[config.mk]
export PLATFORM = sky130hd
export DESIGN_NAME = pc_gen_flat
export DESIGN_NICKNAME = d
export VERILOG_FILES = /design/src/source/fetch_pkg.sv /design/src/source/mem_req_if.sv /design/src/source/pc_gen.sv /design/src/flat_wrapper.sv
export SDC_FILE = /design/constraint.sdc
export NUM_CORES = 1
export LEC_CHECK = 0
export BUFFER_PORTS_ARGS = -buffer_cell sky130_fd_sc_hd__buf_2
export CAP_MARGIN = 10
export CORE_ASPECT_RATIO = 0.8
export CORE_UTILIZATION = 52
export CTS_BUF_LIST = sky130_fd_sc_hd__clkbuf_8
export DETAILED_ROUTE_END_ITERATION = 10
export HOLD_SLACK_MARGIN = 0.15
export PLACE_DENSITY = 0.83
export SYNTH_ARGS = -nofsm -noshare
export SYNTH_HDL_FRONTEND = slang
export SYNTH_SLANG_ARGS = --single-unit
[constraint.sdc]
create_clock -name clk -period 3.8 [get_ports clk]
set_input_delay 0.38 -clock clk [delete_from_list [all_inputs] [get_ports clk]]
set_output_delay 0.38 -clock clk [all_outputs]
set_load 0.005 [all_outputs]
[src/source/fetch_pkg.sv]
`default_nettype none

package fetch_pkg;

  typedef logic [31:0] xlen_t;  // address, instruction and data word
  typedef logic [3:0]  strb_t;  // one bit per byte lane

  // addi x0, x0, 0
  localparam xlen_t NOP_INST = 32'h0000_0013;
  localparam xlen_t RESET_PC = 32'h0000_0000;

  typedef enum logic [1:0] {
    IDLE,       // first fetch after reset
    REQ,        // fetch req high, waiting for ack
    WAIT_DROP,  // req dropped, waiting for ack to fall
    HOLD        // output full and stalled
  } pc_state_e;

  typedef enum logic [2:0] {
    LOOKUP,
    RESPOND,      // line filled, answer from array
    REFILL_REQ,
    REFILL_DROP,
    DONE_DROP     // ack high until fetch req falls
  } cache_state_e;

  typedef enum logic [1:0] {
    NONE,
    DATA,
    IFETCH
  } arb_owner_e;

  // power-up content of a memory word
  function automatic xlen_t mem_init_word(input int unsigned idx);
    return (xlen_t'(idx) ^ (32'h13 << 7)) + 32'h13;
  endfunction

endpackage

`default_nettype wire

[src/source/mem_req_if.sv]
`timescale 1ns/1ns
`default_nettype none

// four-phase req/ack link
interface mem_req_if import fetch_pkg::*; ();

  logic  req;
  logic  we;
  xlen_t addr;
  xlen_t wdata;
  strb_t wstrb;
  logic  ack;
  xlen_t rdata;  // valid while ack is high

  modport requester (
    output req,
    output we,
    output addr,
    output wdata,
    output wstrb,
    input  ack,
    input  rdata
  );

  modport responder (
    input  req,
    input  we,
    input  addr,
    input  wdata,
    input  wstrb,
    output ack,
    output rdata
  );

endinterface

`default_nettype wire

[src/source/pc_gen.sv]
`timescale 1ns/1ns
`default_nettype none

module pc_gen import fetch_pkg::*; (
  input  wire          clk,
  input  wire          rst_n,
  input  wire          stall_i,
  input  wire          redirect_i,
  input  wire xlen_t   redirect_pc_i,
  mem_req_if.requester fetch,
  output xlen_t        inst_o,
  output xlen_t        pc_o,
  output logic         inst_valid_o
);

  pc_state_e state_q;
  xlen_t     pc_q;       // next pc to fetch
  xlen_t     inst_q;
  logic      drop_q;     // result of the fetch in flight is stale
  logic      can_issue;
  logic      issue;
  logic      take;
  xlen_t     issue_pc;

  // output slot is free or frees up this cycle
  assign can_issue = !inst_valid_o || !stall_i || redirect_i;
  assign issue_pc  = redirect_i ? redirect_pc_i : pc_q;
  assign issue     = (state_q == IDLE) ||
                     (((state_q == HOLD) || (state_q == WAIT_DROP && !fetch.ack)) && can_issue);
  assign take      = (state_q == REQ) && fetch.ack && !drop_q && !redirect_i;

  assign fetch.we    = 1'b0;  // read only
  assign fetch.wdata = '0;
  assign fetch.wstrb = '0;

  assign inst_o = inst_valid_o ? inst_q : NOP_INST;  // bubble when empty

  always_ff @(posedge clk or negedge rst_n) begin
    if (!rst_n) begin
      state_q      <= IDLE;
      pc_q         <= RESET_PC;
      drop_q       <= 1'b0;
      inst_valid_o <= 1'b0;
      fetch.req    <= 1'b0;
    end else begin
      if (issue) begin
        fetch.req <= 1'b1;
        state_q   <= REQ;
      end else if (state_q == REQ && fetch.ack) begin
        fetch.req <= 1'b0;
        state_q   <= WAIT_DROP;
      end else if (state_q == WAIT_DROP && !fetch.ack) begin
        state_q <= HOLD;  // slot still busy
      end

      if (state_q == REQ && fetch.ack)
        drop_q <= 1'b0;
      else if (state_q == REQ && redirect_i)
        drop_q <= 1'b1;

      if (redirect_i)
        pc_q <= redirect_pc_i;
      else if (take)
        pc_q <= fetch.addr + 32'd4;

      if (redirect_i)
        inst_valid_o <= 1'b0;  // flush same cycle
      else if (take)
        inst_valid_o <= 1'b1;
      else if (!stall_i)
        inst_valid_o <= 1'b0;  // consumed
    end
  end

  always_ff @(posedge clk) begin
    if (issue)
      fetch.addr <= issue_pc;
    if (take) begin
      inst_q <= fetch.rdata;
      pc_o   <= fetch.addr;
    end
  end

  a_fetch_aligned: assert property (@(posedge clk) disable iff (!rst_n)
    fetch.req |-> fetch.addr[1:0] == 2'b00);

  // a stalled instruction stays put until consumed or flushed
  a_stall_hold: assert property (@(posedge clk) disable iff (!rst_n)
    inst_valid_o && stall_i && !redirect_i |=> inst_valid_o && $stable(pc_o));

endmodule

`default_nettype wire

[src/flat_wrapper.sv]
// flat-port wrapper written by rule: the top's interface ports become plain ports
module pc_gen_flat import fetch_pkg::*;
  (clk, rst_n, stall_i, redirect_i, redirect_pc_i, inst_o, pc_o, inst_valid_o, fetch_req, fetch_we, fetch_addr, fetch_wdata, fetch_wstrb, fetch_ack, fetch_rdata);
  mem_req_if fetch_i ();
  input  wire clk;
  input  wire rst_n;
  input  wire stall_i;
  input  wire redirect_i;
  input  wire xlen_t redirect_pc_i;
  output xlen_t inst_o;
  output xlen_t pc_o;
  output logic inst_valid_o;
  output wire logic [$bits(fetch_i.req)-1:0] fetch_req;
  output wire logic [$bits(fetch_i.we)-1:0] fetch_we;
  output wire logic [$bits(fetch_i.addr)-1:0] fetch_addr;
  output wire logic [$bits(fetch_i.wdata)-1:0] fetch_wdata;
  output wire logic [$bits(fetch_i.wstrb)-1:0] fetch_wstrb;
  input wire logic [$bits(fetch_i.ack)-1:0] fetch_ack;
  input wire logic [$bits(fetch_i.rdata)-1:0] fetch_rdata;
  assign fetch_req = fetch_i.req;
  assign fetch_we = fetch_i.we;
  assign fetch_addr = fetch_i.addr;
  assign fetch_wdata = fetch_i.wdata;
  assign fetch_wstrb = fetch_i.wstrb;
  assign fetch_i.ack = fetch_ack;
  assign fetch_i.rdata = fetch_rdata;
  pc_gen u_core (.clk(clk), .rst_n(rst_n), .stall_i(stall_i), .redirect_i(redirect_i), .redirect_pc_i(redirect_pc_i), .fetch(fetch_i), .inst_o(inst_o), .pc_o(pc_o), .inst_valid_o(inst_valid_o));
endmodule
# [Word-level counts from Yosys, hierarchy flattened]
# Index checks and enable logic that the tools add are counted.
[op_classes] n_addsub=1 n_eq_ne=4 mux=14 n_reduce_logical=20
[ops] operator="$mux W32" count=4
[ops] operator="$add A32 B3 Y32 const B" count=1
[ops] operator="$mux W1" count=7
[ops] operator="$logic_and A1 B1 Y1" count=6
[ops] operator="$mux W2" count=3
[ops] operator="$reduce_bool A2 Y1" count=3
[ops] operator="$logic_not A1 Y1" count=5
[ops] operator="$eq A2 B2 Y1 const B" count=2
[ops] operator="$logic_or A1 B1 Y1" count=4
[ops] operator="$ne A3 B1 Y1 const B" count=1
[ops] operator="$reduce_bool A3 Y1" count=1
[ops] operator="$eq A2 B1 Y1 const B" count=1
[ops] operator="$logic_not A2 Y1" count=1
[word_totals] reg_bits=133 inputBits=69 out_inout_bits=135

# [Longest topological paths before layout]
[logic_depth] word_depth=6 ltp_mapped=6

# [Least setup slack after synthesis]
# No wires, ideal clock.
[synth_timing] kind="flip-flop to flip-flop" from="register u_core.state_q[1]" to="register u_core.inst_q[0], enable pin" setup_ns=0.418 arrival_ns=2.474 required_time_ns=3.382 setup_slack_ns=0.908 path_stages_with_launch=6 cell_sequence="dfrtp_1 -> nand3b_1 -> or3_1 -> clkbuf_1 -> clkbuf_1 -> inv_1"
[synth_between] elab_chain_len=4
[synth_rtl] element="start, declared" line_no="pc_gen.sv:16" text="pc_state_e state_q;"
[synth_rtl] element="start signal, assigned" line_no="pc_gen.sv:40" text="state_q <= IDLE;"
[synth_rtl] element="start signal, assigned" line_no="pc_gen.sv:48" text="state_q <= REQ;"
[synth_rtl] element="start signal, assigned" line_no="pc_gen.sv:51" text="state_q <= WAIT_DROP;"
[synth_rtl] element="$eq A2 B1 Y1" line_no="pc_gen.sv:30" text="assign take = (state_q == REQ) && fetch.ack && !drop_q && !redirect_i;"
[synth_rtl] element="$logic_and A1 B1 Y1 (3 in a row)" line_no="pc_gen.sv:30"
[synth_rtl] element="net u_core.take" line_no="pc_gen.sv:22" text="logic take;"
[synth_rtl] element="end signal, assigned" line_no="pc_gen.sv:79" text="inst_q <= fetch.rdata;"
[synth_rtl] element="end, declared" line_no="pc_gen.sv:18" text="xlen_t inst_q;"
# The timed path passes the listed nets, and every way through them passes these cells.
# A chain may end at the register's enable or synchronous reset.

# [Worst setup path in the final report]
[layout_timing] from="register u_core.inst_valid_o" to="register u_core.fetch.addr[24], enable pin"
[layout_between] elab_chain_len=5
[layout_rtl] element="start, declared" line_no="pc_gen.sv:13" text="output logic inst_valid_o"
[layout_rtl] element="start signal, assigned" line_no="pc_gen.sv:43" text="inst_valid_o <= 1'b0;"
[layout_rtl] element="start signal, assigned" line_no="pc_gen.sv:67" text="inst_valid_o <= 1'b0;"
[layout_rtl] element="start signal, assigned" line_no="pc_gen.sv:69" text="inst_valid_o <= 1'b1;"
[layout_rtl] element="$logic_not A1 Y1" line_no="pc_gen.sv:26" text="assign can_issue = !inst_valid_o || !stall_i || redirect_i;"
[layout_rtl] element="$logic_or A1 B1 Y1 (2 in a row)" line_no="pc_gen.sv:26"
[layout_rtl] element="$logic_and A1 B1 Y1" line_no="pc_gen.sv:29" text="(((state_q == HOLD) || (state_q == WAIT_DROP && !fetch.ack)) && can_issue);"
[layout_rtl] element="$logic_or A1 B1 Y1" line_no="pc_gen.sv:28" text="assign issue = (state_q == IDLE) ||"
[layout_rtl] element="net u_core.issue" line_no="pc_gen.sv:21" text="logic issue;"
[layout_rtl] element="end signal, assigned" line_no="pc_gen.sv:77" text="fetch.addr <= issue_pc;"
[layout_rtl] element="end, declared" line_no="mem_req_if.sv:18" text="output addr,"
# The timed path passes the listed nets, and every way through them passes these cells.

==> results.md <==
Outcome:
- The run finished with clean final reports.

Timing:
- Across all hold checks on the routed design, the worst slack comes to roughly 180 ps.
- Derived from the worst setup path, the maximum achievable clock frequency is 0.399 GHz.
- Setup repair after global routing left no endpoint under its margin.
- Subtracting the final worst setup slack from the clock period gives 2510 ps.
- Measured against its own limit, the worst slew margin works out to 0.400.
- The final setup violation count is 0.
- The total count of hold-check failures in the final report was 0.
- After routing, the total negative slack on setup checks comes to 0 ps.
- The number of slew-limit violations in the final report is 0.
- Across all setup checks in the final design, the least slack found is ~1300 ps.
- For the pin with the worst max-slew slack, the measured transition is between 800 and 900 ps.
- The final setup skew is between 15 and 20 ps.
- The portion of the clock cycle consumed by the worst path in the final layout is 0.660.

Routing:
- In the detailed route, the total length drawn on met2 is approximately 6.6 mm.
- After detailed routing, the average wire length per cell comes to roughly 16 µm.
- The number of DRC violations after detailed-routing iteration 0 is 439.
- The first-pass iteration count of the detailed router is 5.
- After detailed routing, the wire length on met1 is 5.54 mm.
- In the routed design, unresolved DRC markers number 0.
- The number of nets with antenna violations after routing is 0.
- The total wire length is between 10 and 15 mm.
- Using the TritonRoute via totals, the vias-per-cell ratio works out to between 5 and 6.
- The via total after detailed routing is 4,290.
- The top layer reached by signal wires is met4.
- Wire segments on met3 add up to between 1 and 1.5 mm in the final route.

Global routing:
- The global-route wire length before repair is around 21 mm.
- The initial antenna violation count was 0.
- The number of global-route vias before repair came to roughly 4,200.
- The total grt overflow is 0.
- The largest net degree at the start of global routing is 80.
- For this run, the total global-route usage over all layers was measured as 0.236.

Hold path:
- The worst hold path belongs to the class primary input to flip-flop.

Floorplan:
- The die covers around 12,000 µm².
- Row generation in the floorplan step produced 34 rows.
- The die is around 120 µm wide.
- 204 I/O pins were placed.
- The die is around 97 µm tall.
- The area of the placeable core is about 11,000 µm².
- The initial utilization of the core area, before any placement, comes to 0.538.

Placed design:
- In this run the tool buffered the top-level ports with ~170 buffer cells.
- The HPWL after detailed placement is 8.93 mm.
- Counting tap cells, the placed design contains a total of about 760 instances.
- The pre-CTS setup slack is 1340 ps.
- After detailed placement, the total cell area comes to a little under 7000 µm².
- At the end of routability-driven placement, the weighted congestion stood at about 0.80.

Clock network:
- The buffer depth of the longest clock path is 2.
- Once the clock tree was built, the setup fixing pass inserted 0 buffers.
- The maximum level of the CTS H-tree is 4.
- TritonCTS built the clock tree.
- The tree is rooted in a sky130_fd_sc_hd__clkbuf_8.
- Buffers inserted during clock tree synthesis total 17.
- The clock transition at the registers of the reported paths is approximately 90 ps.
- For the worst-skew pair, the clock arrives at the later sink with an insertion delay of about 430 ps.
- The sink count of the clock tree is roughly 130.

Yosys:
- The number of enable-type register cells in the synthesized netlist is 96.
- The fraction of synthesis flops using an asynchronous set or reset pin is 0.278.
- The total number of yosys warnings is 0.
- The synthesized netlist contains between 40 and 50 unique library cells.
- The fraction of the yosys area taken by sequential cells is 0.646.
- The mapped netlist covers between 5000 and 6000 µm².
- The mean cell area of the mapped netlist is roughly 13 µm².
- The register bit total from synthesis is between 100 and 150.
- The most used flip-flop cell after synthesis is sky130_fd_sc_hd__edfxtp_1.
- The synthesized instance count is approximately 470.

Power and ir drop:
- In this run the static leakage power is ~0.0032 µW.
- The worst-case IR drop observed on VDD is around 0.25 mV.
- Dividing total power by cell area gives a power density of 507 nW/µm².

Layout:
- The repair_antennas step left the layout with diodes totalling 0.
- The growth of design area from synthesis to finish is 27.3%.
- The number of fillers in the final layout is a little under 800.
- The finished cells cover about 7500 µm².
- The most common cell after layout, fill and taps aside is sky130_fd_sc_hd__buf_2.
- In the layout the commonest cells are sky130_fd_sc_hd__buf_2 (166), sky130_fd_sc_hd__edfxtp_1 (96), sky130_fd_sc_hd__o21ai_0 (40).
- The finished layout holds 827 standard cells, fillers aside.
- The number of nets at the end of the flow is 740.
- Of the cells placed in the final design, the portion with a size suffix greater than 1 is 0.327.

Worst setup path:
- The critical path is of the flip-flop to flip-flop type.
- The highest net fanout along the worst path is 34.
- The kind of capture point of the worst setup path is a flip-flop.
- The critical path goes through nand3b_1 -> o21ai_0 -> a21oi_4 -> buf_4.
- The data required time at the worst endpoint is roughly 4000 ps.
- The signal arrival time at the worst endpoint is 2630 ps.
- STA classifies the critical path startpoint as a flip-flop.
- On the worst path, the slowest cell contributes a delay of slightly above 700 ps.
- The largest individual stage delay along the critical path comes from the cell sky130_fd_sc_hd__a21oi_4.

Job:
- The reported max-cap violation count is 0.
worst max-delay path, delay by kind of cell, from the launching register on:
family	cells	cell delay [ps]
AND/OR/NAND/NOR	1	280
buffers and inverters	1	350
AO/OA/AOI/OAI	2	900
flip-flops	1	660
cell families after synthesis:
group	count (synthesis)	share of synthesized area
buf+inv	78	0.0749
flops	133	0.646
other cells	1	0.000636
simple gates	137	0.130
mux	18	0.0327
compound gates	77	0.0795
fa+ha+maj	1	0.00212
xor+xnor	23	0.0341
power by group:
| part | total [µW] | switching, µW | internal, µW |
|---|---|---|---|
| Sequential | 1940 | 162 | 1780 |
| Combinational | 574 | 320 | 254 |
| Clock | 1290 | 566 | 723 |
| Total | 3810 | 1050 | 2760 |
metrics by stage:
stage                     utilization  total power [µW]
after floorplan                     -              2260
after global placement          0.614              2480
after detailed placement        0.614              2510
after CTS                       0.684              3820
after global routing            0.684              3970
final                           0.684              3810
final timing paths:
kind                                                 startpoint                              end  slack (ps)  cells after the start
worst max-delay path            u_core.inst_valid_o$_DFFE_PN0P_  u_core.fetch.addr[24]$_DFFE_PP_        1290                      4
worst min-delay path                           redirect_pc_i[0]       u_core.pc_q[0]$_DFFE_PN0P_         180                      3
worst max register to register  u_core.inst_valid_o$_DFFE_PN0P_  u_core.fetch.addr[24]$_DFFE_PP_        1290                      4
worst min register to register     u_core.fetch.req$_DFFE_PN0P_     u_core.fetch.req$_DFFE_PN0P_         490                      1
max in group asynchronous                                 rst_n      u_core.pc_q[15]$_DFFE_PN0P_        2610                      2
min in group asynchronous                                 rst_n       u_core.pc_q[0]$_DFFE_PN0P_         600                      2
Yosys cell counts (all sizes together) (11+ instances only):
master  number  area share
o21ai       40       0.034
and2        29       0.031
dfrtp       37        0.16
a21oi       11      0.0093
clkbuf      16       0.010
xor2        18       0.027
inv         22       0.014
edfxtp      96        0.49
nor2        18       0.011
nand4       15       0.020
buf         40       0.051
nand2       38       0.024
sequential cells by signal, summed over array words and instances (netlist names):
name,count
u_core.drop_q,1
u_core.fetch.addr,32
u_core.inst_valid_o,1
u_core.inst_q,32
u_core.fetch.req,1
u_core.pc_o,32
u_core.state_q,2
u_core.pc_q,32
cell type report:
class	instances	area (µm²)	area share
clock buffer	17	234	0.0312
clock inverter	15	204	0.0272
inverter	22	82.6	0.0110
multi-input combinational	293	1800	0.239
sequential	133	3810	0.507
tap	144	180	0.0240
timing repair buffer	203	1200	0.160
layer usage:
metal | GRT usage | vias up
met5 | 0 | -
met4 | 0.0760 | 0
met3 | 0.0587 | 20
met2 | 0.391 | 232
met1 | 0.304 | 2035
li1 | - | 2003
what timing repair did:
item	CTS	global route
resized for setup	0	0
hold endpoints to repair	69	0
endpoints found under the setup margin	0	0
hold buffers	33	0
No activity file was read; power rests on OpenSTA's default activity.
