**src/source/fetch_pkg.sv**
```systemverilog
`default_nettype none

package fetch_pkg;

  typedef logic [31:0] xlen_t;  // address, instruction and data word
  typedef logic [3:0]  strb_t;  // one bit per byte lane

  // addi x0, x0, 0
  localparam xlen_t NOP_INST = 32'h0000_0013;
  localparam xlen_t RESET_PC = 32'h0000_0000;

  typedef enum logic [1:0] {
    IDLE,       // first fetch after reset
    REQ,        // fetch req high, waiting for ack
    WAIT_DROP,  // req dropped, waiting for ack to fall
    HOLD        // output full and stalled
  } pc_state_e;

  typedef enum logic [2:0] {
    LOOKUP,
    RESPOND,      // line filled, answer from array
    REFILL_REQ,
    REFILL_DROP,
    DONE_DROP     // ack high until fetch req falls
  } cache_state_e;

  typedef enum logic [1:0] {
    NONE,
    DATA,
    IFETCH
  } arb_owner_e;

  // power-up content of a memory word
  function automatic xlen_t mem_init_word(input int unsigned idx);
    return (xlen_t'(idx) ^ (32'h13 << 7)) + 32'h13;
  endfunction

endpackage

`default_nettype wire

```
**src/source/mem_req_if.sv**
```systemverilog
`timescale 1ns/1ns
`default_nettype none

// four-phase req/ack link
interface mem_req_if import fetch_pkg::*; ();

  logic  req;
  logic  we;
  xlen_t addr;
  xlen_t wdata;
  strb_t wstrb;
  logic  ack;
  xlen_t rdata;  // valid while ack is high

  modport requester (
    output req,
    output we,
    output addr,
    output wdata,
    output wstrb,
    input  ack,
    input  rdata
  );

  modport responder (
    input  req,
    input  we,
    input  addr,
    input  wdata,
    input  wstrb,
    output ack,
    output rdata
  );

endinterface

`default_nettype wire

```
**src/source/icache.sv**
```systemverilog
`timescale 1ns/1ns
`default_nettype none

module icache import fetch_pkg::*; #(
  parameter int LINES      = 8,
  parameter int LINE_WORDS = 4
) (
  input  wire          clk,
  input  wire          rst_n,
  mem_req_if.responder fetch,
  mem_req_if.requester refill
);

  localparam int OFF_W = $clog2(LINE_WORDS);
  localparam int IDX_W = $clog2(LINES);
  localparam int TAG_W = 30 - IDX_W - OFF_W;

  cache_state_e      state_q;
  logic [LINES-1:0]  valid_q;
  logic [TAG_W-1:0]  tag_q [LINES];
  xlen_t             data_q [LINES*LINE_WORDS];
  logic [OFF_W-1:0]  word_q;  // refill word counter

  logic [TAG_W-1:0]  tag;
  logic [IDX_W-1:0]  idx;
  logic [OFF_W-1:0]  off;
  logic              hit;
  logic              last_word;

  // fetch address is stable for the whole handshake
  assign {tag, idx, off} = fetch.addr[31:2];
  assign hit             = valid_q[idx] && (tag_q[idx] == tag);
  assign last_word       = (word_q == OFF_W'(LINE_WORDS - 1));

  assign refill.addr  = {fetch.addr[31:OFF_W+2], word_q, 2'b00};
  assign refill.we    = 1'b0;
  assign refill.wdata = '0;
  assign refill.wstrb = '0;

  always_ff @(posedge clk or negedge rst_n) begin
    if (!rst_n) begin
      state_q    <= LOOKUP;
      valid_q    <= '0;
      word_q     <= '0;
      fetch.ack  <= 1'b0;
      refill.req <= 1'b0;
    end else begin
      case (state_q)
        LOOKUP: begin
          if (fetch.req) begin
            if (hit) begin
              fetch.ack <= 1'b1;  // one cycle after req
              state_q   <= DONE_DROP;
            end else begin
              valid_q[idx] <= 1'b0;  // line is being replaced
              refill.req   <= 1'b1;
              state_q      <= REFILL_REQ;
            end
          end
        end
        REFILL_REQ: begin
          if (refill.ack) begin
            refill.req <= 1'b0;
            state_q    <= REFILL_DROP;
          end
        end
        REFILL_DROP: begin
          if (!refill.ack) begin
            word_q <= word_q + 1'b1;  // wraps back to 0 after the last word
            if (last_word) begin
              valid_q[idx] <= 1'b1;
              state_q      <= RESPOND;
            end else begin
              refill.req <= 1'b1;
              state_q    <= REFILL_REQ;
            end
          end
        end
        RESPOND: begin
          fetch.ack <= 1'b1;
          state_q   <= DONE_DROP;
        end
        DONE_DROP: begin
          if (!fetch.req) begin
            fetch.ack <= 1'b0;
            state_q   <= LOOKUP;
          end
        end
        default: state_q <= LOOKUP;
      endcase
    end
  end

  always_ff @(posedge clk) begin
    if (state_q == LOOKUP && fetch.req && !hit)
      tag_q[idx] <= tag;
    if (state_q == REFILL_REQ && refill.ack)
      data_q[{idx, word_q}] <= refill.rdata;
    if (!fetch.ack)
      fetch.rdata <= data_q[{idx, off}];  // frozen while ack is high
  end

  // new refill only after the arbiter has dropped the previous ack
  a_refill_4phase: assert property (@(posedge clk) disable iff (!rst_n)
    $rose(refill.req) |-> !refill.ack);

endmodule

`default_nettype wire

```
**src/flat_wrapper.sv**
```systemverilog
// flat-port wrapper written by rule: the top's interface ports become plain ports
module icache_flat import fetch_pkg::*;
#(
  parameter int LINES      = 8,
  parameter int LINE_WORDS = 4
)
  (clk, rst_n, fetch_req, fetch_we, fetch_addr, fetch_wdata, fetch_wstrb, fetch_ack, fetch_rdata, refill_req, refill_we, refill_addr, refill_wdata, refill_wstrb, refill_ack, refill_rdata);
  mem_req_if fetch_i ();
  mem_req_if refill_i ();
  input  wire clk;
  input  wire rst_n;
  input wire logic [$bits(fetch_i.req)-1:0] fetch_req;
  input wire logic [$bits(fetch_i.we)-1:0] fetch_we;
  input wire logic [$bits(fetch_i.addr)-1:0] fetch_addr;
  input wire logic [$bits(fetch_i.wdata)-1:0] fetch_wdata;
  input wire logic [$bits(fetch_i.wstrb)-1:0] fetch_wstrb;
  output wire logic [$bits(fetch_i.ack)-1:0] fetch_ack;
  output wire logic [$bits(fetch_i.rdata)-1:0] fetch_rdata;
  output wire logic [$bits(refill_i.req)-1:0] refill_req;
  output wire logic [$bits(refill_i.we)-1:0] refill_we;
  output wire logic [$bits(refill_i.addr)-1:0] refill_addr;
  output wire logic [$bits(refill_i.wdata)-1:0] refill_wdata;
  output wire logic [$bits(refill_i.wstrb)-1:0] refill_wstrb;
  input wire logic [$bits(refill_i.ack)-1:0] refill_ack;
  input wire logic [$bits(refill_i.rdata)-1:0] refill_rdata;
  assign fetch_i.req = fetch_req;
  assign fetch_i.we = fetch_we;
  assign fetch_i.addr = fetch_addr;
  assign fetch_i.wdata = fetch_wdata;
  assign fetch_i.wstrb = fetch_wstrb;
  assign fetch_ack = fetch_i.ack;
  assign fetch_rdata = fetch_i.rdata;
  assign refill_req = refill_i.req;
  assign refill_we = refill_i.we;
  assign refill_addr = refill_i.addr;
  assign refill_wdata = refill_i.wdata;
  assign refill_wstrb = refill_i.wstrb;
  assign refill_i.ack = refill_ack;
  assign refill_i.rdata = refill_rdata;
  icache #(.LINES(LINES), .LINE_WORDS(LINE_WORDS)) u_core (.clk(clk), .rst_n(rst_n), .fetch(fetch_i), .refill(refill_i));
endmodule
```
**config.mk**
```make
export PLATFORM = sky130hd
export DESIGN_NAME = icache_flat
export DESIGN_NICKNAME = d
export VERILOG_FILES = /design/src/source/fetch_pkg.sv /design/src/source/mem_req_if.sv /design/src/source/icache.sv /design/src/flat_wrapper.sv
export SDC_FILE = /design/constraint.sdc
export NUM_CORES = 1
export LEC_CHECK = 0
export BUFFER_PORTS_ARGS = -buffer_cell sky130_fd_sc_hd__buf_2
export CORE_ASPECT_RATIO = 2
export CORE_MARGIN = 3
export CORE_UTILIZATION = 60
export CTS_CLUSTER_DIAMETER = 50
export CTS_CLUSTER_SIZE = 30
export DETAILED_ROUTE_END_ITERATION = 12
export PLACE_DENSITY = 0.8
export SYNTH_ARGS = -nofsm -noshare
export SYNTH_HDL_FRONTEND = slang
export SYNTH_SLANG_ARGS = --single-unit
```
**constraint.sdc**
```tcl
create_clock -name clk -period 4.76 [get_ports clk]
set_input_delay 1.19 -clock clk [delete_from_list [all_inputs] [get_ports clk]]
set_output_delay 1.19 -clock clk [all_outputs]
set_load 0.005 [all_outputs]
```
# Yosys cells after proc, flatten, opt, wreduce, memory -nomap -nowiden
# Memory sizes are Yosys's and may differ from the RTL's. A register that Yosys moved wholly into a read port is not among the register bits.
# Cells that the tools add are included.
[op_classes]
div_mod_pow = 0
n_eq_ne = 14
magnitude_cmp = 2
mux = 30
n_addsub = 1
n_reduce_logical = 16
n_mul = 0
shifts = 0
bitwise_logic = 4
[ops]
columns = ["op", "n"]
rows = [
  ["$mux 8", 4],
  ["$eq 25x25->1", 1],
  ["$pmux 8 s2", 1],
  ["$mux 3", 5],
  ["$pmux 3 s5", 1],
  ["$mux 1", 14],
  ["$ne 2x2->1 const B", 6],
  ["$and 8x8->8", 1],
  ["$not 8->8", 1],
  ["$or 8x8->8", 1],
  ["$reduce_and 4->1", 2],
  ["$eq 3x2->1 const B", 2],
  ["$pmux 1 s3", 2],
  ["$reduce_and 6->1", 1],
  ["$reduce_bool 3->1", 2],
  ["$logic_and 1x1->1", 5],
  ["$reduce_and 5->1", 1],
  ["$lt 3x4->1 const B", 1],
  ["$ne 2x1->1 const B", 2],
  ["$bmux 1 s3", 1],
  ["$demux 1 s3", 1],
  ["$eq 3x1->1 const B", 1],
  ["$eq 3x3->1 const B", 1],
  ["$ge 3x1->1 const B", 1],
  ["other kinds (8)", 9],
]
[totals]
regBits = 15
n_memories = 2
ram_bits = 1224
latchBits = 0
rom_bits = 0
inputBits = 105
[memory_table]
columns = ["name", "words", "word_bits", "read_ports", "rd_ports_with_merged_regs", "wr", "line_no", "source"]
rows = [
  ["u_core.data_q", 32, 32, 1, 1, 1, "icache.sv:21", "xlen_t data_q [LINES*LINE_WORDS];"],
  ["u_core.tag_q", 8, 25, 1, 0, 1, "icache.sv:20", "logic [TAG_W-1:0] tag_q [LINES];"],
]

# Longest topological paths before layout
[logic_depth]
ltp_word = 9
mapped_depth = 13
mapped_depth_nobuf = 7

# Least setup slack after synthesis
# Ideal clock, no wire load.
[synth_timing]
kind = "in2reg"
startpoint = "input port fetch_addr[4]"
endpoint = "memory u_core.tag_q[0][0] (netlist bit) (enable)"
arrival_time_ps = 4817
setup_time_ps = 438
path_buffers = 4
setup_slack_ps = -495
stages = 11
cell_sequence = "buf_4 -> or2_2 -> clkbuf_1 -> o32ai_1 -> or4_1 -> and4b_1 -> and4_1 -> and4_1 -> buf_6 -> buf_8 -> nor3_1"
[synth_via]
elab_chain_cells = 7
[synth_rtl]
columns = ["item", "line_no", "source"]
rows = [
  ["start, declared", "flat_wrapper.sv:14", "input wire logic [$bits(fetch_i.addr)-1:0] fetch_addr;"],
  ["$mem_v2 8x25 or $bmux 1 s3 (tied branches)", "--", ""],
  ["$eq 25x25->1 or $mux 1 (tied branches)", "icache.sv:32", "assign hit = valid_q[idx] && (tag_q[idx] == tag);"],
  ["$logic_and 1x1->1", "icache.sv:32", ""],
  ["$logic_not 1->1", "icache.sv:95", "if (state_q == LOOKUP && fetch.req && !hit)"],
  ["$logic_and 1x1->1", "icache.sv:95", ""],
  ["$mux 1", "icache.sv:95", ""],
  ["$mux 1 (implied by the code)", "icache.sv:96", "tag_q[idx] <= tag;"],
  ["end, declared", "icache.sv:20", ""],
]
# Several ways; a longest one is shown, not always the timed one. The select of a mux whose other input is x is not followed.

# Worst setup path in the final report
[layout_timing]
startpoint = "input port fetch_addr[5]"
endpoint = "memory u_core.tag_q[3][11] (netlist bit) (enable)"
# The elaborated chain is that of the path after synthesis.

==> out/results.env <==
SYNTHCELLS=2198
SYNTHESIS.AREA_PER_INSTANCE_SQ_UM=22.1
LIBRARY_CELLS_USED_BY_SYNTHESIS=59
CP_DATA_REQUIRED_TIME_PS=5130
FMAXACHIEVABLE_MHz=250
SLOWEST_DELAY_PS=620
MAXIMUM_LEVEL_OF_THE_CTS_H_TREE=2
PORTBUFFERS=129
POSTCTSRESIZEDCELLS=0
GRT_PASS1_WL_MICRONS=168000
ROWS=147
DP_HPWL_MICRONS=65200
WORST_IR_DROP_VDD_V=0.000264
RSZ0062_AT_GRT='false'
HOLDBUFCOUNTCTS=0
TOTAL_VIA_COUNT_AFTER_DETAILED_ROUTING=23600
DIE_W_MICRONS=207
SYNTH.TOP_CELLS.BY_COUNT='edfxtp_1, mux4_2, a22oi_1, buf_4, clkbuf_1'
TRACK_USAGE_PCT=27.3
SYN_TO_FINAL_GROWTH_PCT=8.41
SETUP.WORST_PATH.START_CLASS='input pin'
GRT_ANTENNA_BEFORE_REPAIR=2
NUM_CLOCK_SINKS=1271
SHARE_CLK_OF_TOTAL_POWER_PCT=27.2
SEQ_AREA_FRAC_SYNTH_PCT=78.2
SHARE_SEQ_OF_TOTAL_POWER_PCT=64.5
WL_PER_CELL_MICRONS=34.0
ARRIVAL_PS=4370
POST_ROUTE_CELLS_DRIVE_ABOVE_1_SHARE_PCT=27.7
FP.COREAREA_SQ_UM=80400
REPORT.FINAL.HOLD_VIOL_COUNT=0
CRIT_TYPE='input pin to register'
SYNTHTOPCELLSBYAREA='edfxtp_1, mux4_2, a22oi_1'
REPORT.FINAL.SLEW_VIOL_COUNT=0
SYN_AREA_SQ_UM=48700
YOSYSWARNINGS=0
TOTAL_LEAKAGE_POWER_nW=16.5
FINAL_PERIOD_DEMAND_OF_THE_WORST_PATH_PS=4000
CTS_TREE='done'
P_SW_mW=4.42
POWERDENSITY_nW_PER_UM2=376
MAX_SLEW_MARGIN_VS_LIMIT_PCT=37.6
GRT_MAX_DEGREE=90
TOTAL_LENGTH_OF_ROUTED_MET2_WIRES_MICRONS=61200
SYNTH_TOP_FLOP_CELL='edfxtp_1'
MAX_CAP_VIOLATIONS=0
TIGHTESTPINTRANSITION_PS=936
DRCVIOLATIONCOUNT=0
SYNTH.MOST_COMMON_CELL='edfxtp_1'
DIE_H_MICRONS=409
POSTCTSSETUPREPAIRBUFS=0
MIN_PERIOD_OVER_PERIOD_PCT=84.0
TIMING.FINAL.SETUP_VIOLATIONS=0
ROUTED.TOP_LAYER='met4'
SYNTH_ENABLE_FLOP_CELLS=1256
WL_MET3_MICRONS=9270
STATUS='completed'
SYNTH_ASYNC_SR_FLOP_SHARE_PCT=1.18
DRT_PRE_ANTENNA_ITERS=8
MAX_CLOCK_SKEW_PS=41.1
IO_PINS=208
DRT_WL_TOTAL_MICRONS=116000
NUMCTSBUFFERS=51
INTERNAL_CELL_POWER_mW=15.4
WORST_SETUP_PATH_END_KIND='register'
FIN_HOLD_WS_PS=447
GPL.FINAL_WEIGHTED_CONGESTION=0.835
WORSTPATHCELLLIST='buf_2, mux4_2, mux2i_1, xor2_1, o2111ai_1, nor4_2, and4_1, nor3_2, buf_12'
RELATIVE_CONTRIBUTION_OF_COMBINATIONAL_CELLS_TO_TOTAL_POWER_PCT=8.3
GRT.OVERFLOW.TOTAL=0
INITIAL_CORE_UTIL_PCT=60.6
FP.DIEAREA_SQ_UM=84800
SW_FRAC_OF_TOTAL_PCT=22.3
FINAL_CORE_UTILIZATION_PCT=65.7
TIMING.CRITICAL_PATH.SLOWEST_STAGE_CELL='and4_1'
VIASPERCELL=6.94
CRIT_PATH_MAX_FANOUT=27
NETLIST.AREA_LEADER.SHARE_PCT=77.5
ROOT_BUFFER='clkbuf_16'
WORSTSKEWPAIRLATENCY_PS=660
FIRST_GLOBAL_VIAS=24400
ANTENNA_LEFT=0
NNETSFINAL=2444
HP-CLASS='input pin to asynchronous set/reset pin'
CTS_BUFFER_DEPTH=3
ROUTEDLENGTHMET1_MICRONS=37700
FIRST_ITER_VIOLATIONS=3002
NUMBER_OF_FLIP_FLOPS_AND_LATCHES_IN_THE_SYNTHESIZED_NETLIST=1271
CLKSLEWWORSTSETUPHOLDPATHS_PS=110
NETLIST.TOP_CELL.BY_AREA='edfxtp_1'
[cells by family after synthesis]
group | synth area share [%]
adder cells (fa/ha/maj) | 0.103
multiplexers | 14.4
AND/OR/NAND/NOR | 1.83
AO/OA/AOI/OAI | 3.03
buffers and inverters | 2.17
flip-flops | 78.2
XOR/XNOR | 0.234
other | 0.00770
[cells in the final DEF (no fill, tap or decap), types with 32 or more instances in the layout]
cell | synthesis | layout
edfxtp_1 | 1256 | 1256
mux4_2 | 277 | 277
a22oi_1 | 130 | 130
buf_2 | 12 | 126
buf_4 | 74 | 69
mux2i_1 | 55 | 55
clkbuf_16 | 0 | 52
conb_1 | 1 | 39
nor2_4 | 0 | 36
buf_12 | 0 | 32
[final cells by class]
type / count / area [sq um]
Sequential cell: 1271 / 38100
Fill cell: 4790 / 27600
Multi-Input combinational cell: 775 / 10000
Timing Repair Buffer: 229 / 1820
Clock buffer: 57 / 1330
Tap cell: 1043 / 1310
Clock inverter: 15 / 201
Inverter: 7 / 26.3
Antenna cell: 3 / 7.51
[per-stage QoR]
stage | power (mW) | area (sq um) | worst slack [ps] | instances | setup TNS [ps]
after floorplan | 13.9 | 48800 | -495 | 2236 | -99100
after global placement | 14.6 | 51200 | 250 | 3325 | 0
after detailed placement | 14.7 | 51200 | 155 | 3325 | 0
after CTS | 19.9 | 52800 | 791 | 3397 | 0
after global routing | 20.4 | 52800 | 565 | 3398 | 0
final | 19.8 | 52800 | 760 | 3400 | 0
[power groups by stage]
stage / Combinational, mW / Clock, mW / Sequential, mW
2_1_floorplan: 0.903 / 0 / 13.0
3_3_place_gp: 1.57 / 0 / 13.0
3_5_place_dp: 1.64 / 0 / 13.1
4_1_cts: 1.65 / 5.44 / 12.8
5_1_grt: 1.75 / 5.78 / 12.8
6_report: 1.64 / 5.40 / 12.8
[path summary, 6_finish.rpt]
check                                         start                          to  slack, ps  cells past startpoint
min in group clk                           register                    register        550                      2
worst max-delay path                  fetch_addr[5]         u_core.tag_q[3][11]        760                      9
worst min register to register             register                    register        550                      2
max in group asynchronous                     rst_n           u_core.state_q[1]       4030                      1
worst min-delay path                          rst_n  asynchronous set/reset pin        450                      1
worst max register to register  u_core.tag_q[7][24]         u_core.tag_q[3][11]       1540                      8
[worst max-delay path, delay by kind of cell]
family	cells	cell delay (ps)
muxes	2	790
buffers and inverters	2	780
AOI/OAI and AO/OA	1	180
and+or+nand+nor	3	1070
xor gates and xnor gates	1	310
[state kept, by name, indices dropped and copies added, names as in the netlist, named ones only]
register,cells
u_core.tag_q,200
u_core.fetch.ack,1
u_core.fetch.rdata,32
u_core.data_q,1024
u_core.refill.req,1
u_core.word_q,2
u_core.state_q,3
[layer usage]
metal	global-route usage, %	vias up
met5	0	-
met4	14.3	0
met3	3.32	390
met2	47.6	1550
met1	33.7	12300
li1	-	9377
No activity file was read; power rests on OpenSTA's default activity.
