===== src/source/fetch_pkg.sv =====
`default_nettype none

package fetch_pkg;

  typedef logic [31:0] xlen_t;  // address, instruction and data word
  typedef logic [3:0]  strb_t;  // one bit per byte lane

  // addi x0, x0, 0
  localparam xlen_t NOP_INST = 32'h0000_0013;
  localparam xlen_t RESET_PC = 32'h0000_0000;

  typedef enum logic [1:0] {
    IDLE,       // first fetch after reset
    REQ,        // fetch req high, waiting for ack
    WAIT_DROP,  // req dropped, waiting for ack to fall
    HOLD        // output full and stalled
  } pc_state_e;

  typedef enum logic [2:0] {
    LOOKUP,
    RESPOND,      // line filled, answer from array
    REFILL_REQ,
    REFILL_DROP,
    DONE_DROP     // ack high until fetch req falls
  } cache_state_e;

  typedef enum logic [1:0] {
    NONE,
    DATA,
    IFETCH
  } arb_owner_e;

  // power-up content of a memory word
  function automatic xlen_t mem_init_word(input int unsigned idx);
    return (xlen_t'(idx) ^ (32'h13 << 7)) + 32'h13;
  endfunction

endpackage

`default_nettype wire


===== src/source/mem_req_if.sv =====
`timescale 1ns/1ns
`default_nettype none

// four-phase req/ack link
interface mem_req_if import fetch_pkg::*; ();

  logic  req;
  logic  we;
  xlen_t addr;
  xlen_t wdata;
  strb_t wstrb;
  logic  ack;
  xlen_t rdata;  // valid while ack is high

  modport requester (
    output req,
    output we,
    output addr,
    output wdata,
    output wstrb,
    input  ack,
    input  rdata
  );

  modport responder (
    input  req,
    input  we,
    input  addr,
    input  wdata,
    input  wstrb,
    output ack,
    output rdata
  );

endinterface

`default_nettype wire


===== src/source/mem_arbiter.sv =====
`timescale 1ns/1ns
`default_nettype none

module mem_arbiter import fetch_pkg::*; (
  input  wire          clk,
  input  wire          rst_n,
  mem_req_if.responder refill,
  mem_req_if.requester mem,
  input  wire          dmem_req_i,
  input  wire          dmem_we_i,
  input  wire xlen_t   dmem_addr_i,
  input  wire xlen_t   dmem_wdata_i,
  input  wire strb_t   dmem_wstrb_i,
  output logic         dmem_ack_o,
  output xlen_t        dmem_rdata_o
);

  arb_owner_e owner_q;
  xlen_t      rdata_q;
  logic       owner_req;
  logic       xfer_done;

  assign owner_req = (owner_q == DATA) ? dmem_req_i : refill.req;

  // whole four-phase cycle finished on both sides
  assign xfer_done = (owner_q != NONE) && !mem.req && !mem.ack &&
                     !dmem_ack_o && !refill.ack;

  assign dmem_rdata_o = rdata_q;
  assign refill.rdata = rdata_q;

  always_ff @(posedge clk or negedge rst_n) begin
    if (!rst_n) begin
      owner_q    <= NONE;
      mem.req    <= 1'b0;
      dmem_ack_o <= 1'b0;
      refill.ack <= 1'b0;
    end else begin
      dmem_ack_o <= (owner_q == DATA) && mem.ack;
      refill.ack <= (owner_q == IFETCH) && mem.ack;
      case (owner_q)
        NONE: begin
          if (dmem_req_i) begin  // data port first
            owner_q <= DATA;
            mem.req <= 1'b1;
          end else if (refill.req) begin
            owner_q <= IFETCH;
            mem.req <= 1'b1;
          end
        end
        default: begin
          if (xfer_done)
            owner_q <= NONE;
          else
            mem.req <= owner_req;
        end
      endcase
    end
  end

  // fields latched at grant and held for the transfer
  always_ff @(posedge clk) begin
    if (owner_q == NONE) begin
      if (dmem_req_i) begin
        mem.we    <= dmem_we_i;
        mem.addr  <= dmem_addr_i;
        mem.wdata <= dmem_wdata_i;
        mem.wstrb <= dmem_wstrb_i;
      end else begin
        mem.we    <= refill.we;
        mem.addr  <= refill.addr;
        mem.wdata <= refill.wdata;
        mem.wstrb <= refill.wstrb;
      end
    end
    if (mem.ack)
      rdata_q <= mem.rdata;
  end

  a_dmem_ack_owner: assert property (@(posedge clk) disable iff (!rst_n)
    dmem_ack_o |-> owner_q == DATA);

  a_refill_ack_owner: assert property (@(posedge clk) disable iff (!rst_n)
    refill.ack |-> owner_q == IFETCH);

endmodule

`default_nettype wire


===== src/flat_wrapper.sv =====
// flat-port wrapper written by rule: the top's interface ports become plain ports
module mem_arbiter_flat import fetch_pkg::*;
  (clk, rst_n, dmem_req_i, dmem_we_i, dmem_addr_i, dmem_wdata_i, dmem_wstrb_i, dmem_ack_o, dmem_rdata_o, refill_req, refill_we, refill_addr, refill_wdata, refill_wstrb, refill_ack, refill_rdata, mem_req, mem_we, mem_addr, mem_wdata, mem_wstrb, mem_ack, mem_rdata);
  mem_req_if refill_i ();
  mem_req_if mem_i ();
  input  wire clk;
  input  wire rst_n;
  input  wire dmem_req_i;
  input  wire dmem_we_i;
  input  wire xlen_t dmem_addr_i;
  input  wire xlen_t dmem_wdata_i;
  input  wire strb_t dmem_wstrb_i;
  output logic dmem_ack_o;
  output xlen_t dmem_rdata_o;
  input wire logic [$bits(refill_i.req)-1:0] refill_req;
  input wire logic [$bits(refill_i.we)-1:0] refill_we;
  input wire logic [$bits(refill_i.addr)-1:0] refill_addr;
  input wire logic [$bits(refill_i.wdata)-1:0] refill_wdata;
  input wire logic [$bits(refill_i.wstrb)-1:0] refill_wstrb;
  output wire logic [$bits(refill_i.ack)-1:0] refill_ack;
  output wire logic [$bits(refill_i.rdata)-1:0] refill_rdata;
  output wire logic [$bits(mem_i.req)-1:0] mem_req;
  output wire logic [$bits(mem_i.we)-1:0] mem_we;
  output wire logic [$bits(mem_i.addr)-1:0] mem_addr;
  output wire logic [$bits(mem_i.wdata)-1:0] mem_wdata;
  output wire logic [$bits(mem_i.wstrb)-1:0] mem_wstrb;
  input wire logic [$bits(mem_i.ack)-1:0] mem_ack;
  input wire logic [$bits(mem_i.rdata)-1:0] mem_rdata;
  assign refill_i.req = refill_req;
  assign refill_i.we = refill_we;
  assign refill_i.addr = refill_addr;
  assign refill_i.wdata = refill_wdata;
  assign refill_i.wstrb = refill_wstrb;
  assign refill_ack = refill_i.ack;
  assign refill_rdata = refill_i.rdata;
  assign mem_req = mem_i.req;
  assign mem_we = mem_i.we;
  assign mem_addr = mem_i.addr;
  assign mem_wdata = mem_i.wdata;
  assign mem_wstrb = mem_i.wstrb;
  assign mem_i.ack = mem_ack;
  assign mem_i.rdata = mem_rdata;
  mem_arbiter u_core (.clk(clk), .rst_n(rst_n), .refill(refill_i), .mem(mem_i), .dmem_req_i(dmem_req_i), .dmem_we_i(dmem_we_i), .dmem_addr_i(dmem_addr_i), .dmem_wdata_i(dmem_wdata_i), .dmem_wstrb_i(dmem_wstrb_i), .dmem_ack_o(dmem_ack_o), .dmem_rdata_o(dmem_rdata_o));
endmodule

===== config.mk =====
export PLATFORM = sky130hd
export DESIGN_NAME = mem_arbiter_flat
export DESIGN_NICKNAME = d
export VERILOG_FILES = /design/src/source/fetch_pkg.sv /design/src/source/mem_req_if.sv /design/src/source/mem_arbiter.sv /design/src/flat_wrapper.sv
export SDC_FILE = /design/constraint.sdc
export NUM_CORES = 1
export LEC_CHECK = 0
export ABC_AREA = 1
export ABC_CLOCK_PERIOD_IN_PS = 4770
export BUFFER_PORTS_ARGS = -buffer_cell sky130_fd_sc_hd__buf_2
export CAP_MARGIN = 0
export CORE_MARGIN = 4
export CORE_UTILIZATION = 29
export CTS_CLUSTER_SIZE = 20
export DETAILED_ROUTE_END_ITERATION = 10
export PLACE_DENSITY = 0.68
export SYNTH_ARGS = -nofsm -noshare
export SYNTH_HDL_FRONTEND = slang
export SYNTH_SLANG_ARGS = --single-unit

===== constraint.sdc =====
create_clock -name clk -period 4.77 [get_ports clk]
set_clock_uncertainty 0.05 [all_clocks]
set_input_delay 1.1925 -clock clk [delete_from_list [all_inputs] [get_ports clk]]
set_output_delay 1.1925 -clock clk [all_outputs]
set_load 0.01 [all_outputs]

-- Yosys cells after proc, flatten, opt, wreduce, memory -nomap -nowiden
Cells that the tools add are included.
- bits of input ports: 175
- ROM bits: 0
- register bits: 106
- bits in writable memories: 0
- output and inout bits: 136
- memories: 0
- bits in latches: 0
- add/subtract/negate cells: 0
- equal/unequal tests: 4
- divide/modulo/power cells: 0
- mux-type cells: 13
- magnitude comparators: 0
- multiply operators: 0
- bitwise logic cells: 0
- reduce and logical (&&, ||, !) cells: 15
- shifts and indexed selects: 0
- operator list (operator ; number):
    $mux 32 ; 2
    $mux 2 ; 4
    $logic_and 1x1->1 ; 6
    $mux 1 ; 6
    $logic_not 1->1 ; 4
    $mux 4 ; 1
    $reduce_and 2->1 ; 2
    $reduce_bool 2->1 ; 2
    $ne 3x3->1 const B ; 1
    $eq 2x1->1 const B ; 1
    $eq 2x2->1 const B ; 1
    $logic_not 2->1 ; 1
    $ne 2x2->1 const B ; 1

-- Logic depth before layout (Yosys ltp)
- depth after elaboration: 7
- gate-level depth with buffers: 7
- mapped depth without buffers: 6

-- Worst setup path after synthesis
No wires, ideal clock.
- path type: register -> register
- from: reg u_core.owner_q[1]
- to: reg u_core.mem.req
- stages on the path, launching flop included: 5
- clock period less this slack: 2074 ps
- setup time: 118 ps
- setup slack: 2696 ps
- arrival time: 1906 ps
- cell sequence: dfrtp_1 nor2_4 o21ai_1 nand3_1 nand2_1
- cells in the longest elaborated chain, start to end: 7
- ends and longest elaborated chain (item ; RTL line ; text):
    start: declaration ; mem_arbiter.sv:18 ; arb_owner_e owner_q;
    start signal: assignment ; mem_arbiter.sv:34 ; owner_q <= NONE;
    start signal: assignment ; mem_arbiter.sv:44 ; owner_q <= DATA;
    start signal: assignment ; mem_arbiter.sv:47 ; owner_q <= IFETCH;
    $reduce_bool 2->1 ; mem_arbiter.sv:26 ; assign xfer_done = (owner_q != NONE) && !mem.req && !mem.ack &&
    $logic_and 1x1->1 (3 in series) ; mem_arbiter.sv:26 ;
    $logic_and 1x1->1 ; mem_arbiter.sv:27 ; !dmem_ack_o && !refill.ack;
    $ne 2x2->1 (no source line) ; n/a ;
    $reduce_and 2->1 (no source line) ; n/a ;
    end signal: assignment ; mem_arbiter.sv:55 ; mem.req <= owner_req;
    end: declaration ; mem_req_if.sv:16 ; output req,
Several ways; a longest one is shown, not always the timed one. The select of a mux whose other input is x is not followed.
A chain may end at the register's enable or synchronous reset.

-- Worst setup path after layout
- from: reg u_core.owner_q[0]
- to: reg u_core.mem.wdata[2] (enable)
- cells in the longest elaborated chain, start to end: 1
- ends and longest elaborated chain (item ; RTL line ; text):
    $logic_not 2->1 ; mem_arbiter.sv:63 ; if (owner_q == NONE) begin
    end: declaration ; mem_req_if.sv:19 ; output wdata,
No other way between the ends.

==> report_table.html <==
<table>
<tr><th>Metric</th><th>Value</th></tr>
<tr><th colspan="2">GRT</th></tr>
<tr><td>First-pass GRT wire length</td><td>between 15 and 20 mm</td></tr>
<tr><td>Initial antenna violation count</td><td>0</td></tr>
<tr><td>Residual overflow from global routing</td><td>0</td></tr>
<tr><td>GRT Util Overall</td><td>13.7%</td></tr>
<tr><td>Vias in the first global route</td><td>between 3000 and 4000</td></tr>
<tr><td>Pin count of the biggest net entering global routing</td><td>73</td></tr>
<tr><th colspan="2">Worst setup path</th></tr>
<tr><td>Class of the most critical setup path</td><td>reg -&gt; reg</td></tr>
<tr><td>Startpoint Class</td><td>flip-flop</td></tr>
<tr><td>Crit-path max FO</td><td>37</td></tr>
<tr><td>Worst setup EP type</td><td>flip-flop</td></tr>
<tr><td>Timing endpoint of the critical path</td><td>u_core.mem.wdata[2]</td></tr>
<tr><td>Slowest cell on the critical path</td><td>sky130_fd_sc_hd__nor2_4</td></tr>
<tr><td>Largest stage delay on the critical path</td><td>0.78 ns</td></tr>
<tr><td>Setup slack, reg-to-reg</td><td>2.54 ns</td></tr>
<tr><td>Cell chain of the critical path</td><td>nor2_4 -&gt; buf_4</td></tr>
<tr><td>Capture instance of the worst register-to-register path</td><td>u_core.mem.wdata[2]</td></tr>
<tr><td>Timing startpoint of the critical path</td><td>u_core.owner_q[0]</td></tr>
<tr><td>Start of the worst register-to-register path</td><td>u_core.owner_q[0]</td></tr>
<tr><td>Signal arrival time at the worst endpoint</td><td>about 2.2 ns</td></tr>
<tr><td>Required time of the critical path</td><td>4.71 ns</td></tr>
<tr><td>Number of cells on the worst reg-to-reg path</td><td>2</td></tr>
<tr><th colspan="2">Timing</th></tr>
<tr><td>Worst-case hold slack</td><td>between 0.4 and 0.5 ns</td></tr>
<tr><td>Maximum clock frequency</td><td>between 400 and 500 MHz</td></tr>
<tr><td>Setup TNS</td><td>0 ns</td></tr>
<tr><td>Unrepaired setup endpoints after global routing</td><td>no</td></tr>
<tr><td>Crit path setup slack, layout</td><td>2.54 ns</td></tr>
<tr><td>Post-route fraction of the period consumed by the critical path</td><td>a little under half</td></tr>
<tr><td>Final Setup Violations</td><td>0</td></tr>
<tr><td>Final Max Tran Viols</td><td>0</td></tr>
<tr><td>Worst slew pin tran</td><td>1.01 ns</td></tr>
<tr><td>Final critical delay including setup and external delays</td><td>approximately 2.2 ns</td></tr>
<tr><td>Tightest slew margin relative to the limit</td><td>32.6%</td></tr>
<tr><td>Final Hold Vio Count</td><td>0</td></tr>
<tr><th colspan="2">Routing</th></tr>
<tr><td>Via density per instance</td><td>roughly 4.2</td></tr>
<tr><td>Detail Route met3 WL</td><td>between 1 and 1.5 mm</td></tr>
<tr><td>Highest signal layer in the routed design</td><td>met4</td></tr>
<tr><td>Wirelength, routed</td><td>roughly 12 mm</td></tr>
<tr><td>Routed length on met2</td><td>approximately 6.4 mm</td></tr>
<tr><td>Antenna Nets Post-Route</td><td>0</td></tr>
<tr><td>Routed WL per cell</td><td>about 15 um</td></tr>
<tr><td>Post-Route M1 WL</td><td>roughly 4.5 mm</td></tr>
<tr><td>Drt first pass iters</td><td>4</td></tr>
<tr><td>Remaining design rule violation count</td><td>0</td></tr>
<tr><td>Routed via count</td><td>between 3000 and 4000</td></tr>
<tr><td>First-iteration detailed-routing DRC count</td><td>around 140</td></tr>
<tr><th colspan="2">Logic synthesis</th></tr>
<tr><td>Proportion of synthesized chip area in sequential cells</td><td>around 70%</td></tr>
<tr><td>Mapped Nets</td><td>563</td></tr>
<tr><td>Post-synthesis instance total</td><td>roughly 390</td></tr>
<tr><td>Post-synthesis instance area</td><td>0.00441 sq mm</td></tr>
<tr><td>Number of distinct standard cells referenced by the synthesized netlist</td><td>14</td></tr>
<tr><td>Synthesized area per cell</td><td>about 11 sq um</td></tr>
<tr><td>Synthesized flop and latch total</td><td>between 100 and 150</td></tr>
<tr><td>Yosys warning count</td><td>0</td></tr>
<tr><th colspan="2">Power and ir drop</th></tr>
<tr><td>Pint</td><td>roughly 1.9 mW</td></tr>
<tr><td>Clock share of power</td><td>around 25%</td></tr>
<tr><td>Sequential Power Share</td><td>about half</td></tr>
<tr><td>Total power divided by cell area</td><td>between 400 and 500 mW/mm^2</td></tr>
<tr><td>Net load switching power</td><td>roughly 0.85 mW</td></tr>
<tr><td>Leakage</td><td>roughly 3.1 nW</td></tr>
<tr><td>Switch share</td><td>between 30% and 40%</td></tr>
<tr><td>Peak VDD IR</td><td>0.180 mV</td></tr>
<tr><td>Comb power frac</td><td>about a quarter</td></tr>
<tr><th colspan="2">CTS</th></tr>
<tr><td>Number of gates given a new drive strength after cts</td><td>0</td></tr>
<tr><td>TritonCTS clock tree</td><td>done</td></tr>
<tr><td>Clock sink total</td><td>between 100 and 150</td></tr>
<tr><td>Number of post-CTS setup repair buffers</td><td>0</td></tr>
<tr><td>Maximum buffer depth of the clock tree</td><td>2</td></tr>
<tr><td>Clock latency reported for the late side of the worst-skew pair</td><td>roughly 0.34 ns</td></tr>
<tr><td>Number of buffers created by CTS</td><td>9</td></tr>
<tr><td>Number of hold buffers added after cts</td><td>0</td></tr>
<tr><td>Clock-pin slew of the registers on the worst-case setup and hold paths</td><td>0.07 ns</td></tr>
<tr><td>CTS root buf</td><td>sky130_fd_sc_hd__clkbuf_16</td></tr>
<tr><td>H-tree depth</td><td>3</td></tr>
<tr><th colspan="2">Final layout</th></tr>
<tr><td>ANT cells</td><td>0</td></tr>
<tr><td>NumNets Final</td><td>839</td></tr>
<tr><td>Most frequent standard cell in the layout excluding fill and tap cells</td><td>sky130_fd_sc_hd__buf_2</td></tr>
<tr><td>Filler cell count</td><td>about 1500</td></tr>
<tr><td>Most frequent cells in the layout</td><td>sky130_fd_sc_hd__buf_2, sky130_fd_sc_hd__nand2_1, sky130_fd_sc_hd__edfxtp_1, sky130_fd_sc_hd__clkbuf_16, sky130_fd_sc_hd__dfrtp_1</td></tr>
<tr><td>Area added between synthesis and finish</td><td>38.9%</td></tr>
<tr><td>Share of post-route cells with drive strength above 1</td><td>around half</td></tr>
<tr><th colspan="2">Floorplanning</th></tr>
<tr><td>Horizontal extent of the die</td><td>approximately 130 um</td></tr>
<tr><td>Row count</td><td>44</td></tr>
<tr><td>Height of the chip</td><td>131 um</td></tr>
<tr><td>Initial standard-cell utilization of the core</td><td>30.0%</td></tr>
<tr><td>I/O pin cnt</td><td>just over 300</td></tr>
<tr><td>Die ar.</td><td>0.0172 sq mm</td></tr>
<tr><td>Core Footprint</td><td>roughly 0.015 sq mm</td></tr>
<tr><th colspan="2">Hold path</th></tr>
<tr><td>Path category of the worst min-delay check</td><td>reg -&gt; reg</td></tr>
<tr><th colspan="2">Placed design</th></tr>
<tr><td>Final RePlAce weighted congestion</td><td>just over 0.8</td></tr>
<tr><td>DP Worst Slack</td><td>approximately 2.3 ns</td></tr>
<tr><td>Buffers added on ports</td><td>a little over 300</td></tr>
<tr><td>HPWL Detailed</td><td>~9.7 mm</td></tr>
<tr><th colspan="2">Job</th></tr>
<tr><td>Max-capacitance violation count</td><td>0</td></tr>
<tr><th colspan="2">Outcome</th></tr>
<tr><td>Outcome</td><td>completed</td></tr>
</table>
==> power by group through the flow <==
stage          Clock [mW]  Combinational [mW]  Sequential (mW)
2_1_floorplan           0               0.232             1.53
3_3_place_gp            0               0.695             1.41
3_5_place_dp            0               0.700             1.42
4_1_cts             0.717               0.702             1.40
5_1_grt             0.750               0.748             1.42
6_report            0.692               0.684             1.39
==> how the worst min path moves through the flow <==
stage	start	endpoint	slack, ns	cells past startpoint
3_5_place_dp	u_core.mem.req	u_core.mem.req	0.47	2
5_1_grt	u_core.mem.req	u_core.mem.req	0.51	2
4_1_cts	u_core.mem.req	u_core.mem.req	0.49	2
2_1_floorplan	u_core.owner_q[0]	u_core.refill.ack	0.48	1
6_report	u_core.mem.req	u_core.mem.req	0.48	2
3_3_place_gp	u_core.mem.req	u_core.mem.req	0.48	2
==> flip-flops by register name (all words and copies together), names as in the netlist <==
signal and flops:
u_core.dmem_ack_o 1, u_core.refill.ack 1, u_core.mem.req 1, u_core.mem.wdata 32, u_core.dmem_rdata_o 32, u_core.mem.we 1, u_core.owner_q 2, u_core.mem.addr 32
u_core.mem.wstrb 4
==> worst max-delay path, delay by kind of cell, from the launching register on <==
kind	cells	cell delay [ns]
buffers and inverters	1	0.56
flip-flops	1	0.44
AND/OR/NAND/NOR	1	0.78
==> Yosys cell counts <==
cell                       number  area, sq um
sky130_fd_sc_hd__buf_2          5         25.0
sky130_fd_sc_hd__buf_4         39          293
sky130_fd_sc_hd__buf_6          3         33.8
sky130_fd_sc_hd__dfrtp_1        5          125
sky130_fd_sc_hd__edfxtp_1     101         3030
sky130_fd_sc_hd__inv_1          3         11.3
sky130_fd_sc_hd__inv_2          2         7.51
sky130_fd_sc_hd__inv_4          1         6.26
sky130_fd_sc_hd__nand2_1      218          818
sky130_fd_sc_hd__nand3_1        4         20.0
sky130_fd_sc_hd__nor2_1         3         11.3
sky130_fd_sc_hd__nor2_4         1         11.3
sky130_fd_sc_hd__nor3_1         1         5.00
sky130_fd_sc_hd__o21ai_1        2         10.0
==> final cells by class <==
| type | instances | area, sq um | share of cell area [%] |
|---|---|---|---|
| Sequential cell | 106 | 3160 | 51.6 |
| Timing Repair Buffer | 312 | 1570 | 25.6 |
| Multi-Input combinational cell | 229 | 876 | 14.3 |
| Tap cell | 184 | 230 | 3.76 |
| Clock buffer | 10 | 229 | 3.74 |
| Clock inverter | 6 | 41.3 | 0.674 |
| Inverter | 6 | 25.0 | 0.408 |
==> layer usage <==
metal | up-vias | global-route usage, %
li1 | 1785 | -
met1 | 1596 | 14.4
met2 | 191 | 24.9
met3 | 21 | 4.97
met4 | 0 | 5.72
met5 | - | 0
==> logic make-up (layout without fill, tap and decap cells) <==
group | after synthesis | in the layout | synth area share [%]
buffers and inverters | 53 | 334 | 8.54
AND/OR/NAND/NOR | 227 | 227 | 19.6
flip-flops | 106 | 106 | 71.6
AO/OA/AOI/OAI | 2 | 2 | 0.227
==> stage by stage <==
step	total power [mW]	area (sq um)	instances	util (%)
after floorplan	1.76	4410	388	-
after global placement	2.10	5860	837	39.8
after detailed placement	2.12	5860	837	39.8
after CTS	2.82	6130	853	41.7
after global routing	2.92	6130	853	41.7
final	2.77	6130	853	41.7
Note: power is estimated with default switching activity, not from simulation.
